--- src/soc_pkg.sv ---
/* Bus widths, address map and target indexing for the peripheral bus.
   The GPIO decode assumes GPIO_STRIDE is a power of two and the GPIO region ends below 0xC00. */

package soc_pkg;

  //////////////////////////////////////////////////////////////////////
  // Bus widths
  //////////////////////////////////////////////////////////////////////

  localparam int unsigned DDW = 32;              // Data width
  localparam int unsigned DBW = DDW/8;           // Byte enables
  localparam int unsigned BSW = $clog2(DBW);     // Byte offset bits in an address
  localparam int unsigned DAW = 12;              // Byte address width

  //////////////////////////////////////////////////////////////////////
  // Targets
  //////////////////////////////////////////////////////////////////////

  localparam int unsigned GW         = 16;              // Pins per GPIO bank
  localparam int unsigned GPIO_BANKS = 2;
  localparam int unsigned TARGETS    = GPIO_BANKS + 2;  // Memory, banks, unmapped
  localparam int unsigned TGT_MEM    = 0;
  localparam int unsigned TGT_GPIO   = 1;               // First GPIO bank
  localparam int unsigned TGT_UNM    = TARGETS - 1;     // Built-in error-free sink

  //////////////////////////////////////////////////////////////////////
  // Address map
  //////////////////////////////////////////////////////////////////////

  // Data memory from 0x000
  localparam int unsigned MEM_WORDS = 512;
  localparam int unsigned MEM_AW    = $clog2(MEM_WORDS);  // Word index bits
  localparam int unsigned MEM_END   = MEM_WORDS * DBW;    // First byte past memory

  // GPIO banks, one per stride
  localparam int unsigned GPIO_BASE   = 'h800;
  localparam int unsigned GPIO_STRIDE = 'h10;
  localparam int unsigned GPIO_OFS_W  = $clog2(GPIO_STRIDE);  // Bank-local offset bits
  localparam int unsigned GPIO_END    = GPIO_BASE + GPIO_BANKS * GPIO_STRIDE;

  // Bank-local register offsets, others read zero
  localparam int unsigned GPIO_REG_OUT = 'h0;
  localparam int unsigned GPIO_REG_OE  = 'h4;
  localparam int unsigned GPIO_REG_IN  = 'h8;

endpackage
--- src/soc_bus_if.sv ---
/* System bus with the load/store handshake: transfer when vld and rdy are both high.
   Read data follows one cycle after the accepting edge. */

`timescale 1ns/1ps

interface soc_bus_if #(
  int unsigned AW = 12,   // Byte address width
  int unsigned DW = 32    // Data width
)(
  input logic clk,
  input logic rst_n
);

  logic            vld;   // Request valid
  logic            wen;   // Write enable, read when low
  logic [AW-1:0]   adr;   // Byte address
  logic [DW/8-1:0] ben;   // Byte enables
  logic [DW-1:0]   wdt;   // Write data
  logic [DW-1:0]   rdt;   // Read data, cycle after accept
  logic            rdy;   // Ready

  // Load/store side
  modport man (
    input  clk, rst_n,
    output vld, wen, adr, ben, wdt,
    input  rdt, rdy
  );

  // Target side
  modport sub (
    input  clk, rst_n,
    input  vld, wen, adr, ben, wdt,
    output rdt, rdy
  );

endinterface

--- src/soc_gpio.sv ---
/* One GPIO bank with output, output-enable and synchronized input registers.
   Only the low GW/8 byte lanes reach the registers. Writes to GPIO_REG_IN are ignored. */

`timescale 1ns/1ps

module soc_gpio (
  input  logic                   clk,
  input  logic                   rst_n,
  soc_bus_if.sub                 bus,
  output logic [soc_pkg::GW-1:0] gpio_o,   // Output values
  output logic [soc_pkg::GW-1:0] gpio_e,   // Output enables
  input  logic [soc_pkg::GW-1:0] gpio_i    // Asynchronous pin inputs
);

  typedef logic [soc_pkg::GPIO_OFS_W-1:0] ofs_t;

  ofs_t                    ofs;         // Bank-local byte offset
  logic                    acc;
  logic                    wr;
  logic                    rdy;
  logic [soc_pkg::DDW-1:0] rdt;
  logic [soc_pkg::GW-1:0]  gpio_meta;   // First sync stage
  logic [soc_pkg::GW-1:0]  gpio_sync;   // Input register seen by the bus

  assign ofs = bus.adr[soc_pkg::GPIO_OFS_W-1:0];
  assign acc = bus.vld & rdy;
  assign wr  = acc & bus.wen;

  ////////////////////////////////////////////////////////////////////////
  // Output registers
  ////////////////////////////////////////////////////////////////////////

  always_ff @(posedge clk or negedge rst_n) begin
    if (!rst_n) begin
      gpio_o <= '0;
      gpio_e <= '0;   // Pins tri-stated out of reset
    end else if (wr) begin
      for (int b = 0; b < soc_pkg::GW/8; b++) begin
        if (bus.ben[b] && ofs == ofs_t'(soc_pkg::GPIO_REG_OUT)) begin
          gpio_o[8*b +: 8] <= bus.wdt[8*b +: 8];
        end
        if (bus.ben[b] && ofs == ofs_t'(soc_pkg::GPIO_REG_OE)) begin
          gpio_e[8*b +: 8] <= bus.wdt[8*b +: 8];
        end
      end
    end
  end

  // Two-flop synchronizer on the pins
  always_ff @(posedge clk or negedge rst_n) begin
    if (!rst_n) begin
      gpio_meta <= '0;
      gpio_sync <= '0;
    end else begin
      gpio_meta <= gpio_i;
      gpio_sync <= gpio_meta;
    end
  end

  ////////////////////////////////////////////////////////////////////////
  // Read path and handshake
  ////////////////////////////////////////////////////////////////////////

  always_ff @(posedge clk) begin
    if (acc & ~bus.wen) begin
      case (ofs)
        ofs_t'(soc_pkg::GPIO_REG_OUT): rdt <= soc_pkg::DDW'(gpio_o);
        ofs_t'(soc_pkg::GPIO_REG_OE):  rdt <= soc_pkg::DDW'(gpio_e);
        ofs_t'(soc_pkg::GPIO_REG_IN):  rdt <= soc_pkg::DDW'(gpio_sync);
        default:                       rdt <= '0;   // Holes read zero
      endcase
    end
  end

  always_ff @(posedge clk or negedge rst_n) begin
    if (!rst_n) rdy <= 1'b0;
    else        rdy <= 1'b1;
  end

  assign bus.rdy = rdy;
  assign bus.rdt = rdt;

  // A write to the input offset leaves every register as it was
  a_in_ro: assert property (@(posedge clk) disable iff (!rst_n)
    (wr && ofs == ofs_t'(soc_pkg::GPIO_REG_IN)) |=> ($stable(gpio_o) && $stable(gpio_e)));

endmodule

--- src/flat_wrapper.sv ---
// flat-port wrapper written by rule: the top's interface ports become plain ports
module soc_gpio_flat 
  (clk, rst_n, gpio_o, gpio_e, gpio_i, bus_vld, bus_wen, bus_adr, bus_ben, bus_wdt, bus_rdt, bus_rdy);
  soc_bus_if bus_i (.clk(clk), .rst_n(rst_n));
  input  logic clk;
  input  logic rst_n;
  output logic [soc_pkg::GW-1:0] gpio_o;
  output logic [soc_pkg::GW-1:0] gpio_e;
  input  logic [soc_pkg::GW-1:0] gpio_i;
  input wire logic [$bits(bus_i.vld)-1:0] bus_vld;
  input wire logic [$bits(bus_i.wen)-1:0] bus_wen;
  input wire logic [$bits(bus_i.adr)-1:0] bus_adr;
  input wire logic [$bits(bus_i.ben)-1:0] bus_ben;
  input wire logic [$bits(bus_i.wdt)-1:0] bus_wdt;
  output wire logic [$bits(bus_i.rdt)-1:0] bus_rdt;
  output wire logic [$bits(bus_i.rdy)-1:0] bus_rdy;
  assign bus_i.vld = bus_vld;
  assign bus_i.wen = bus_wen;
  assign bus_i.adr = bus_adr;
  assign bus_i.ben = bus_ben;
  assign bus_i.wdt = bus_wdt;
  assign bus_rdt = bus_i.rdt;
  assign bus_rdy = bus_i.rdy;
  soc_gpio u_core (.clk(clk), .rst_n(rst_n), .bus(bus_i), .gpio_o(gpio_o), .gpio_e(gpio_e), .gpio_i(gpio_i));
endmodule
--- config.mk ---
export PLATFORM = sky130hd
export DESIGN_NAME = soc_gpio_flat
export DESIGN_NICKNAME = d
export VERILOG_FILES = /design/src/soc_pkg.sv /design/src/soc_bus_if.sv /design/src/soc_gpio.sv /design/src/flat_wrapper.sv
export SDC_FILE = /design/constraint.sdc
export NUM_CORES = 1
export LEC_CHECK = 0
export BUFFER_PORTS_ARGS = -buffer_cell sky130_fd_sc_hd__buf_2
export CORE_MARGIN = 2
export CORE_UTILIZATION = 30
export DETAILED_ROUTE_END_ITERATION = 8
export GPL_TIMING_DRIVEN = 0
export PLACE_DENSITY = 0.58
export SLEW_MARGIN = 40
export SYNTH_ARGS = -nofsm -noshare
export SYNTH_HDL_FRONTEND = slang
export SYNTH_SLANG_ARGS = --single-unit
--- constraint.sdc ---
create_clock -name clk -period 2.3 [get_ports clk]
set_input_delay 0.115 -clock clk [delete_from_list [all_inputs] [get_ports clk]]
set_output_delay 0.115 -clock clk [all_outputs]
set_load 0.02 [all_outputs]
==> summary.md, run 1 <==
| Metric | Value |
|---|---|
| Status | `completed` |
| Static Leak | `about 2.1 nW` |
| IO Port Bufs | `90` |
| DRT Pass-1 Iters | `5` |
| Fmax | `about 630 MHz` |
| Clock latency on the worst-skew pair | `approximately 0.35 ns` |
| Slowest cell on crit path | `nor4b_2` |
| Initial Utilization | `between 30% and 40%` |
| Area delta synth->final | `37.6%` |
| Slew Viols, Final | `0` |
| Worst reg-to-reg setup slack | `roughly 0.73 ns` |
| Die area | `~11000 µm²` |
| Placed cell area | `3680 µm²` |
| R2r worst-path depth | `3` |
| GR Overflow Total | `0` |
| Vias in the first global route | `around 2000` |
| Antenna cells | `0` |
| Pwr/cell area | `716 nW/µm²` |
| Drt total wl | `6700 µm` |
| DRC | `0` |
| Worst Path Max Fanout | `10` |
| Netlist Area Pre-Place | `2980 µm²` |
| Metal2 WL | `between 3000 and 4000 µm` |
| CORE AREA | `roughly 9700 µm²` |
| Post-synthesis sequential area ratio | `a little over two thirds` |
| R2R Path End | `u_core.gpio_e[11]` |
| Count of final hold-check violations | `0` |
| Syn_area_per_cell | `between 15 and 20 µm²` |
| Htree depth | `3` |
| Initial drt markers | `around 110` |
| Final nets | `386` |
| Multi-input logic area | `751 µm²` |
| FF-to-FF Start | `u_core.bus.rdy` |
| Post-Synthesis Cells | `179` |
| Initial antenna violation count | `0` |
| Finished Cell Area | `roughly 4100 µm²` |
| Nature of the critical path startpoint | `input pin` |
| Setup TNS | `0 ns` |
| Hold path depth | `2` |
| GRT Total Usage | `a little over an eighth` |
| Met1 WL | `about 2900 µm` |
| FF+latch count, synth | `81` |
| WP data required | `2.51 ns` |
| Number of max-cap violations | `0` |
| Clock Skews | `about 0.011 ns` |
| Register area | `approximately 2100 µm²` |
| Setup Viol. Count Final | `0` |
| Die height | `a little over 100 µm` |
| Min-delay src | `bus_wdt[6]` |
| CTS sink count | `81` |
| Number of I/O pins | `133` |
| RSZ-0062 raised after global routing | `false` |
| # fillers | `around 930` |
| Global-route wire length before repair | `about 11000 µm` |
| Synth warn | `0` |
| Hold Crit Class | `input pin to flop` |
| Worst setup EP type | `flop` |
| Top sig layer | `met4` |
| Std cell rows | `36` |
| Num CTS Buffers | `9` |
| Share of cells above drive strength 1 | `50.5%` |
| Largest net degree at the start of global routing | `35` |
| Vias | `approximately 1900` |
| Synth cell types | `19` |
| Worst Hold Path EP | `u_core.gpio_e[6]` |
| Antenna viol nets, final | `0` |
| Slew @ Worst Pin | `0.786 ns` |
| Gpl congestion | `just under 0.7` |
| Metal3 WL | `~400 µm` |
| Period utilization | `between 60% and 70%` |
| Worst-path cell chain | `buf_2 > nor4b_2 > clkbuf_1 > a222oi_1 > inv_1` |
| DR vias/cell | `roughly 4.2` |
| Max clock buf depth | `2` |
| Final Critical Period | `approximately 1.6 ns` |
| Per-cell routed wire length | `between 10 and 15 µm` |
| CP max stage delay | `between 0.7 and 0.8 ns` |
| Worst VDD drop | `0.303 mV` |
| CTS root buffer | `clkbuf_8` |
| CP delay by family, top | `buffers and inverters` |
| DP HPWL | `between 4000 and 5000 µm` |
| Clock-pin transition on the worst setup and hold timing paths | `roughly 0.090 ns` |
| Chip width | `104 µm` |
| Worst path bufs/invs | `3` |
| Relative slew slack | `47.4%` |
| Crit Path Category | `input pin to flop` |
| CTS tree | `done` |
| CP arrival | `approximately 1.8 ns` |
## metrics by stage
stage	std cells	setup slack (ns)	total power [mW]	hold WS (ns)	util (%)
after floorplan	194	0.669	1.79	-0.181	-
after CTS	455	0.703	2.98	0.00102	42.1
after global routing	456	0.543	3.09	0.00165	42.3
after detailed placement	418	0.339	1.94	0.102	38.0
final	456	0.703	2.94	0.0169	42.3
after global placement	417	0.228	1.93	0.224	37.7
## flip-flops by register name, summed over array words and instances, names as in the netlist
name	count
u_core.gpio_sync	16
u_core.gpio_e	16
u_core.bus.rdt	16
u_core.bus.rdy	1
u_core.gpio_o	16
u_core.gpio_meta	16
## final cells by class
type | count | area share (%)
buffer | 19 | 3.24
clock buffer | 11 | 3.21
inverter | 16 | 1.47
timing repair buffer | 113 | 16.9
clock inverter | 5 | 1.40
sequential | 81 | 51.4
multi-input combinational | 78 | 18.3
tap | 133 | 4.06
## cell families (layout without fill, tap and decap cells)
kind of cell,Yosys count,count (layout),share of synthesized area [%]
AO/OA/AOI/OAI,16,16,5.38
buffers and inverters,35,164,6.47
flip-flops,81,81,70.8
multiplexers,32,32,12.1
other,2,17,0.252
AND/OR/NAND/NOR,13,13,5.04
## where the power goes
group	switching, mW	internal, mW
logic	0.198	0.151
registers	0.0447	1.54
clock network	0.494	0.503
total	0.737	2.20
## synth_stat cells (all sizes together)
master	instances	area (µm²)
a222oi	16	160
buf	17	125
clkbuf	2	7.51
conb	2	7.51
dfrtp	65	1630
edfxtp	16	480
inv	16	60.1
mux2	32	360
nand2	1	3.75
nand4	2	12.5
nor2	5	66.3
nor4	1	12.5
nor4b	2	30.0
or4	1	11.3
or4b	1	13.8
## placed cells by master (no fill, tap or decap), types with 2 or more instances in the layout
cell / count
clkinv_2: 2
edfxtp_1: 16
buf_4: 17
dlygate4sd3_1: 22
conb_1: 17
inv_1: 16
dfrtp_1: 65
nor2_4: 3
nor4b_2: 2
clkinv_4: 2
clkbuf_8: 9
buf_2: 90
a222oi_1: 16
mux2_2: 31
clkbuf_1: 4
nand4_1: 2
nor2_8: 2
## routing by layer
metal  vias to the layer above  track usage [%]
met5                         -                0
met4                         0             6.08
met3                         9             2.89
met2                        64             21.6
met1                       930             17.4
li1                        903                -
## worst max-delay path by stage
| stage | from | to | cells after the start |
|---|---|---|---|
| after detailed placement | bus_adr[3] | u_core.bus.rdt[2] | 5 |
| final | bus_adr[3] | u_core.bus.rdt[5] | 5 |
| after global routing | bus_adr[3] | u_core.bus.rdt[5] | 5 |
| after floorplan | u_core.bus.rdy | u_core.bus.rdt[0] | 2 |
| after global placement | u_core.bus.rdy | u_core.bus.rdt[14] | 2 |
| after CTS | u_core.bus.rdy | u_core.gpio_e[11] | 3 |
## what timing repair did
| item | 4_1_cts | 5_1_grt |
|---|---|---|
| hold endpoints to repair | 54 | 1 |
| gates resized for setup | 0 | 0 |
| buffers inserted | 0 | 0 |
| hold buffers | 21 | 1 |
No activity file was read; power rests on OpenSTA's default activity.
==> inputs of run 2 (changes only) <==
--- a/config.mk
+++ b/config.mk
@@ -10,7 +10,7 @@
 export CORE_UTILIZATION = 30
 export DETAILED_ROUTE_END_ITERATION = 8
 export GPL_TIMING_DRIVEN = 0
-export PLACE_DENSITY = 0.58
+export PLACE_DENSITY = 0.6
 export SLEW_MARGIN = 40
 export SYNTH_ARGS = -nofsm -noshare
 export SYNTH_HDL_FRONTEND = slang
==> constraint.sdc (replaced) <==
create_clock -name clk -period 1.4 [get_ports clk]
set_input_delay 0.07 -clock clk [delete_from_list [all_inputs] [get_ports clk]]
set_output_delay 0.07 -clock clk [all_outputs]
set_load 0.02 [all_outputs]
==> run 2 against run 1 <==
Against the previous run: global-route usage is 0.40 points higher; core utilization is 2.3 points higher; first-iteration DRC count is 32% higher; sequential share of layout area is 2.6 points lower; total power is 73% higher; clock power is 86% higher; routed wire length is 3.0% higher; via count is 4.0% higher; sequential cell count stayed put; worst setup slack worse by 0.64 ns; combinational power is 74% higher; critical path type is now flop to flop; largest cell class unchanged.
==> summary.md, run 2 (synthesis gave the netlist of run 1 again) <==
| Metric | Value |
|---|---|
| Slew Viols, Final | `0` |
| GRT Total Usage | `between 10% and 20%` |
| Num CTS Buffers | `9` |
| Area delta synth->final | `45.0%` |
| Final nets | `roughly 400` |
| Clock-pin transition on the worst setup and hold timing paths | `0.09 ns` |
| Slew @ Worst Pin | `~0.63 ns` |
| Vias in the first global route | `just over 2000` |
| Antenna viol nets, final | `0` |
| Std cell rows | `36` |
| GR Overflow Total | `0` |
| Number of max-cap violations | `0` |
| Drt total wl | `roughly 6900 µm` |
| Hold Crit Class | `input pin to flop` |
| Pwr/cell area | `about 1200 nW/µm²` |
| Global-route wire length before repair | `11300 µm` |
| Comb pwr share | `between 10% and 20%` |
| WP data required | `1.64 ns` |
| Max clock buf depth | `2` |
| Fmax | `~750 MHz` |
| Gpl congestion | `approximately 0.74` |
| Setup Viol. Count Final | `0` |
| Die height | `between 100 and 150 µm` |
| CP arrival | `1.57 ns` |
| Worst setup EP type | `flop` |
| Clock latency on the worst-skew pair | `between 0.3 and 0.4 ns` |
| RSZ-0062 raised after global routing | `false` |
| Switching Power | `between 1 and 1.5 mW` |
| Share of cells above drive strength 1 | `slightly above 50%` |
| CORE AREA | `approximately 9700 µm²` |
| Period utilization | `95.3%` |
| Htree depth | `3` |
| Crit Path Category | `flop to flop` |
| Initial antenna violation count | `0` |
| Initial Utilization | `slightly above 30%` |
| Count of final hold-check violations | `0` |
| DRT Pass-1 Iters | `5` |
| Final Critical Period | `approximately 1.3 ns` |
| Power share of the clock group | `36.5%` |
| Number of I/O pins | `around 130` |
| CTS root buffer | `clkbuf_8` |
| Static Leak | `between 2 and 2.5 nW` |
| Dpl cells | `roughly 420` |
| Worst Path Max Fanout | `8` |
| IO Port Bufs | `90` |
| Initial drt markers | `148` |
| Worst VDD drop | `0.613 mV` |
| Sequential share of power | `between 50% and 60%` |
| Vias | `just under 2000` |
| CTS tree | `done` |
| Pwr Total | `5.07 mW` |
| Leading cell type in the layout, fill and taps excluded | `buf_2` |
| Chip width | `between 100 and 150 µm` |
| Relative slew slack | `58.1%` |
| DP HPWL | `4690 µm` |
| DRC | `0` |
| DR vias/cell | `approximately 4.2` |
| Die area | `approximately 11000 µm²` |
| Antenna cells | `0` |
| Largest net degree at the start of global routing | `39` |
| Nature of the critical path startpoint | `flop` |
| Status | `completed` |
| Commonest non-fill, non-tap cells in the layout | `buf_2, dfrtp_1, dlygate4sd3_1` |
| Per-cell routed wire length | `roughly 15 µm` |
| CTS sink count | `between 80 and 90` |
| Internal | `approximately 3.8 mW` |
| # fillers | `~920` |
| Switching share of total power | `approximately a quarter` |
| Final std cells w/o fill | `471` |
| Clock Skews | `0.0170 ns` |
run 2: worst max-delay path, stage by stage, from the launching register on:
cell and delay (ns):
dfrtp_2 0.37, nand4_1 0.08, buf_4 0.17, nor2_4 0.12, buf_12 0.14, mux2_2 0.34
run 2: final timing paths:
kind	from	endpoint	slack, ns	cells after the start
min in group asynchronous	rst_n	u_core.gpio_sync[7]	0.23	2
max	u_core.bus.rdy	u_core.gpio_e[7]	0.07	5
min reg2reg	u_core.gpio_meta[4]	u_core.gpio_sync[4]	0.35	0
max reg2reg	u_core.bus.rdy	u_core.gpio_e[7]	0.07	5
max in group asynchronous	rst_n	u_core.gpio_sync[12]	0.64	3
min	bus_wen	u_core.bus.rdt[1]	0.14	2
run 2: power by group through the flow:
stage          registers [mW]  logic (mW)  clock network, mW
2_1_floorplan            2.76       0.182                  0
3_3_place_gp             2.65       0.514                  0
3_5_place_dp             2.66       0.539                  0
4_1_cts                  2.61       0.615               1.91
5_1_grt                  2.63       0.660               2.05
6_report                 2.61       0.608               1.85
run 2: per-stage QoR:
stage | setup slack [ns] | area [µm²] | utilization [%] | TNS (ns) | hold slack, ns
final | 0.0658 | 4320 | 44.6 | 0 | 0.144
after global routing | 0.0281 | 4320 | 44.6 | 0 | 0.150
after CTS | 0.0398 | 4320 | 44.6 | 0 | 0.146
after detailed placement | -0.330 | 3710 | 38.3 | -9.81 | 0.0760
after global placement | -0.544 | 3660 | 37.8 | -14.52 | 0.180
after floorplan | -0.0494 | 3040 | - | -0.704 | -0.226
run 2: cell type report:
type,count,area [µm²],share of cell area [%]
plain buffers,19,135,3.13
repair buffers,128,858,19.9
clock inverters,6,90.1,2.09
well taps,133,166,3.85
clock buffers,10,128,2.96
multi-input cells,78,772,17.9
inverters,16,60.1,1.39
flip-flops and latches,81,2110,48.8
run 2: layer usage:
layer	vias up	share of wire [%]	GRT usage (%)
met4	0	1.1	5.31
met2	71	51	23.0
met3	7	5.8	3.52
met1	978	42	17.4
met5	-	0	0
li1	927	-	-
run 2: what timing repair did:
item	4_1_cts	5_1_grt
endpoints found under the hold margin	85	0
hold buffers	33	0
gates resized for setup	0	4
endpoints found under the setup margin	32	10
setup buffers	4	0
pin swaps	2	0
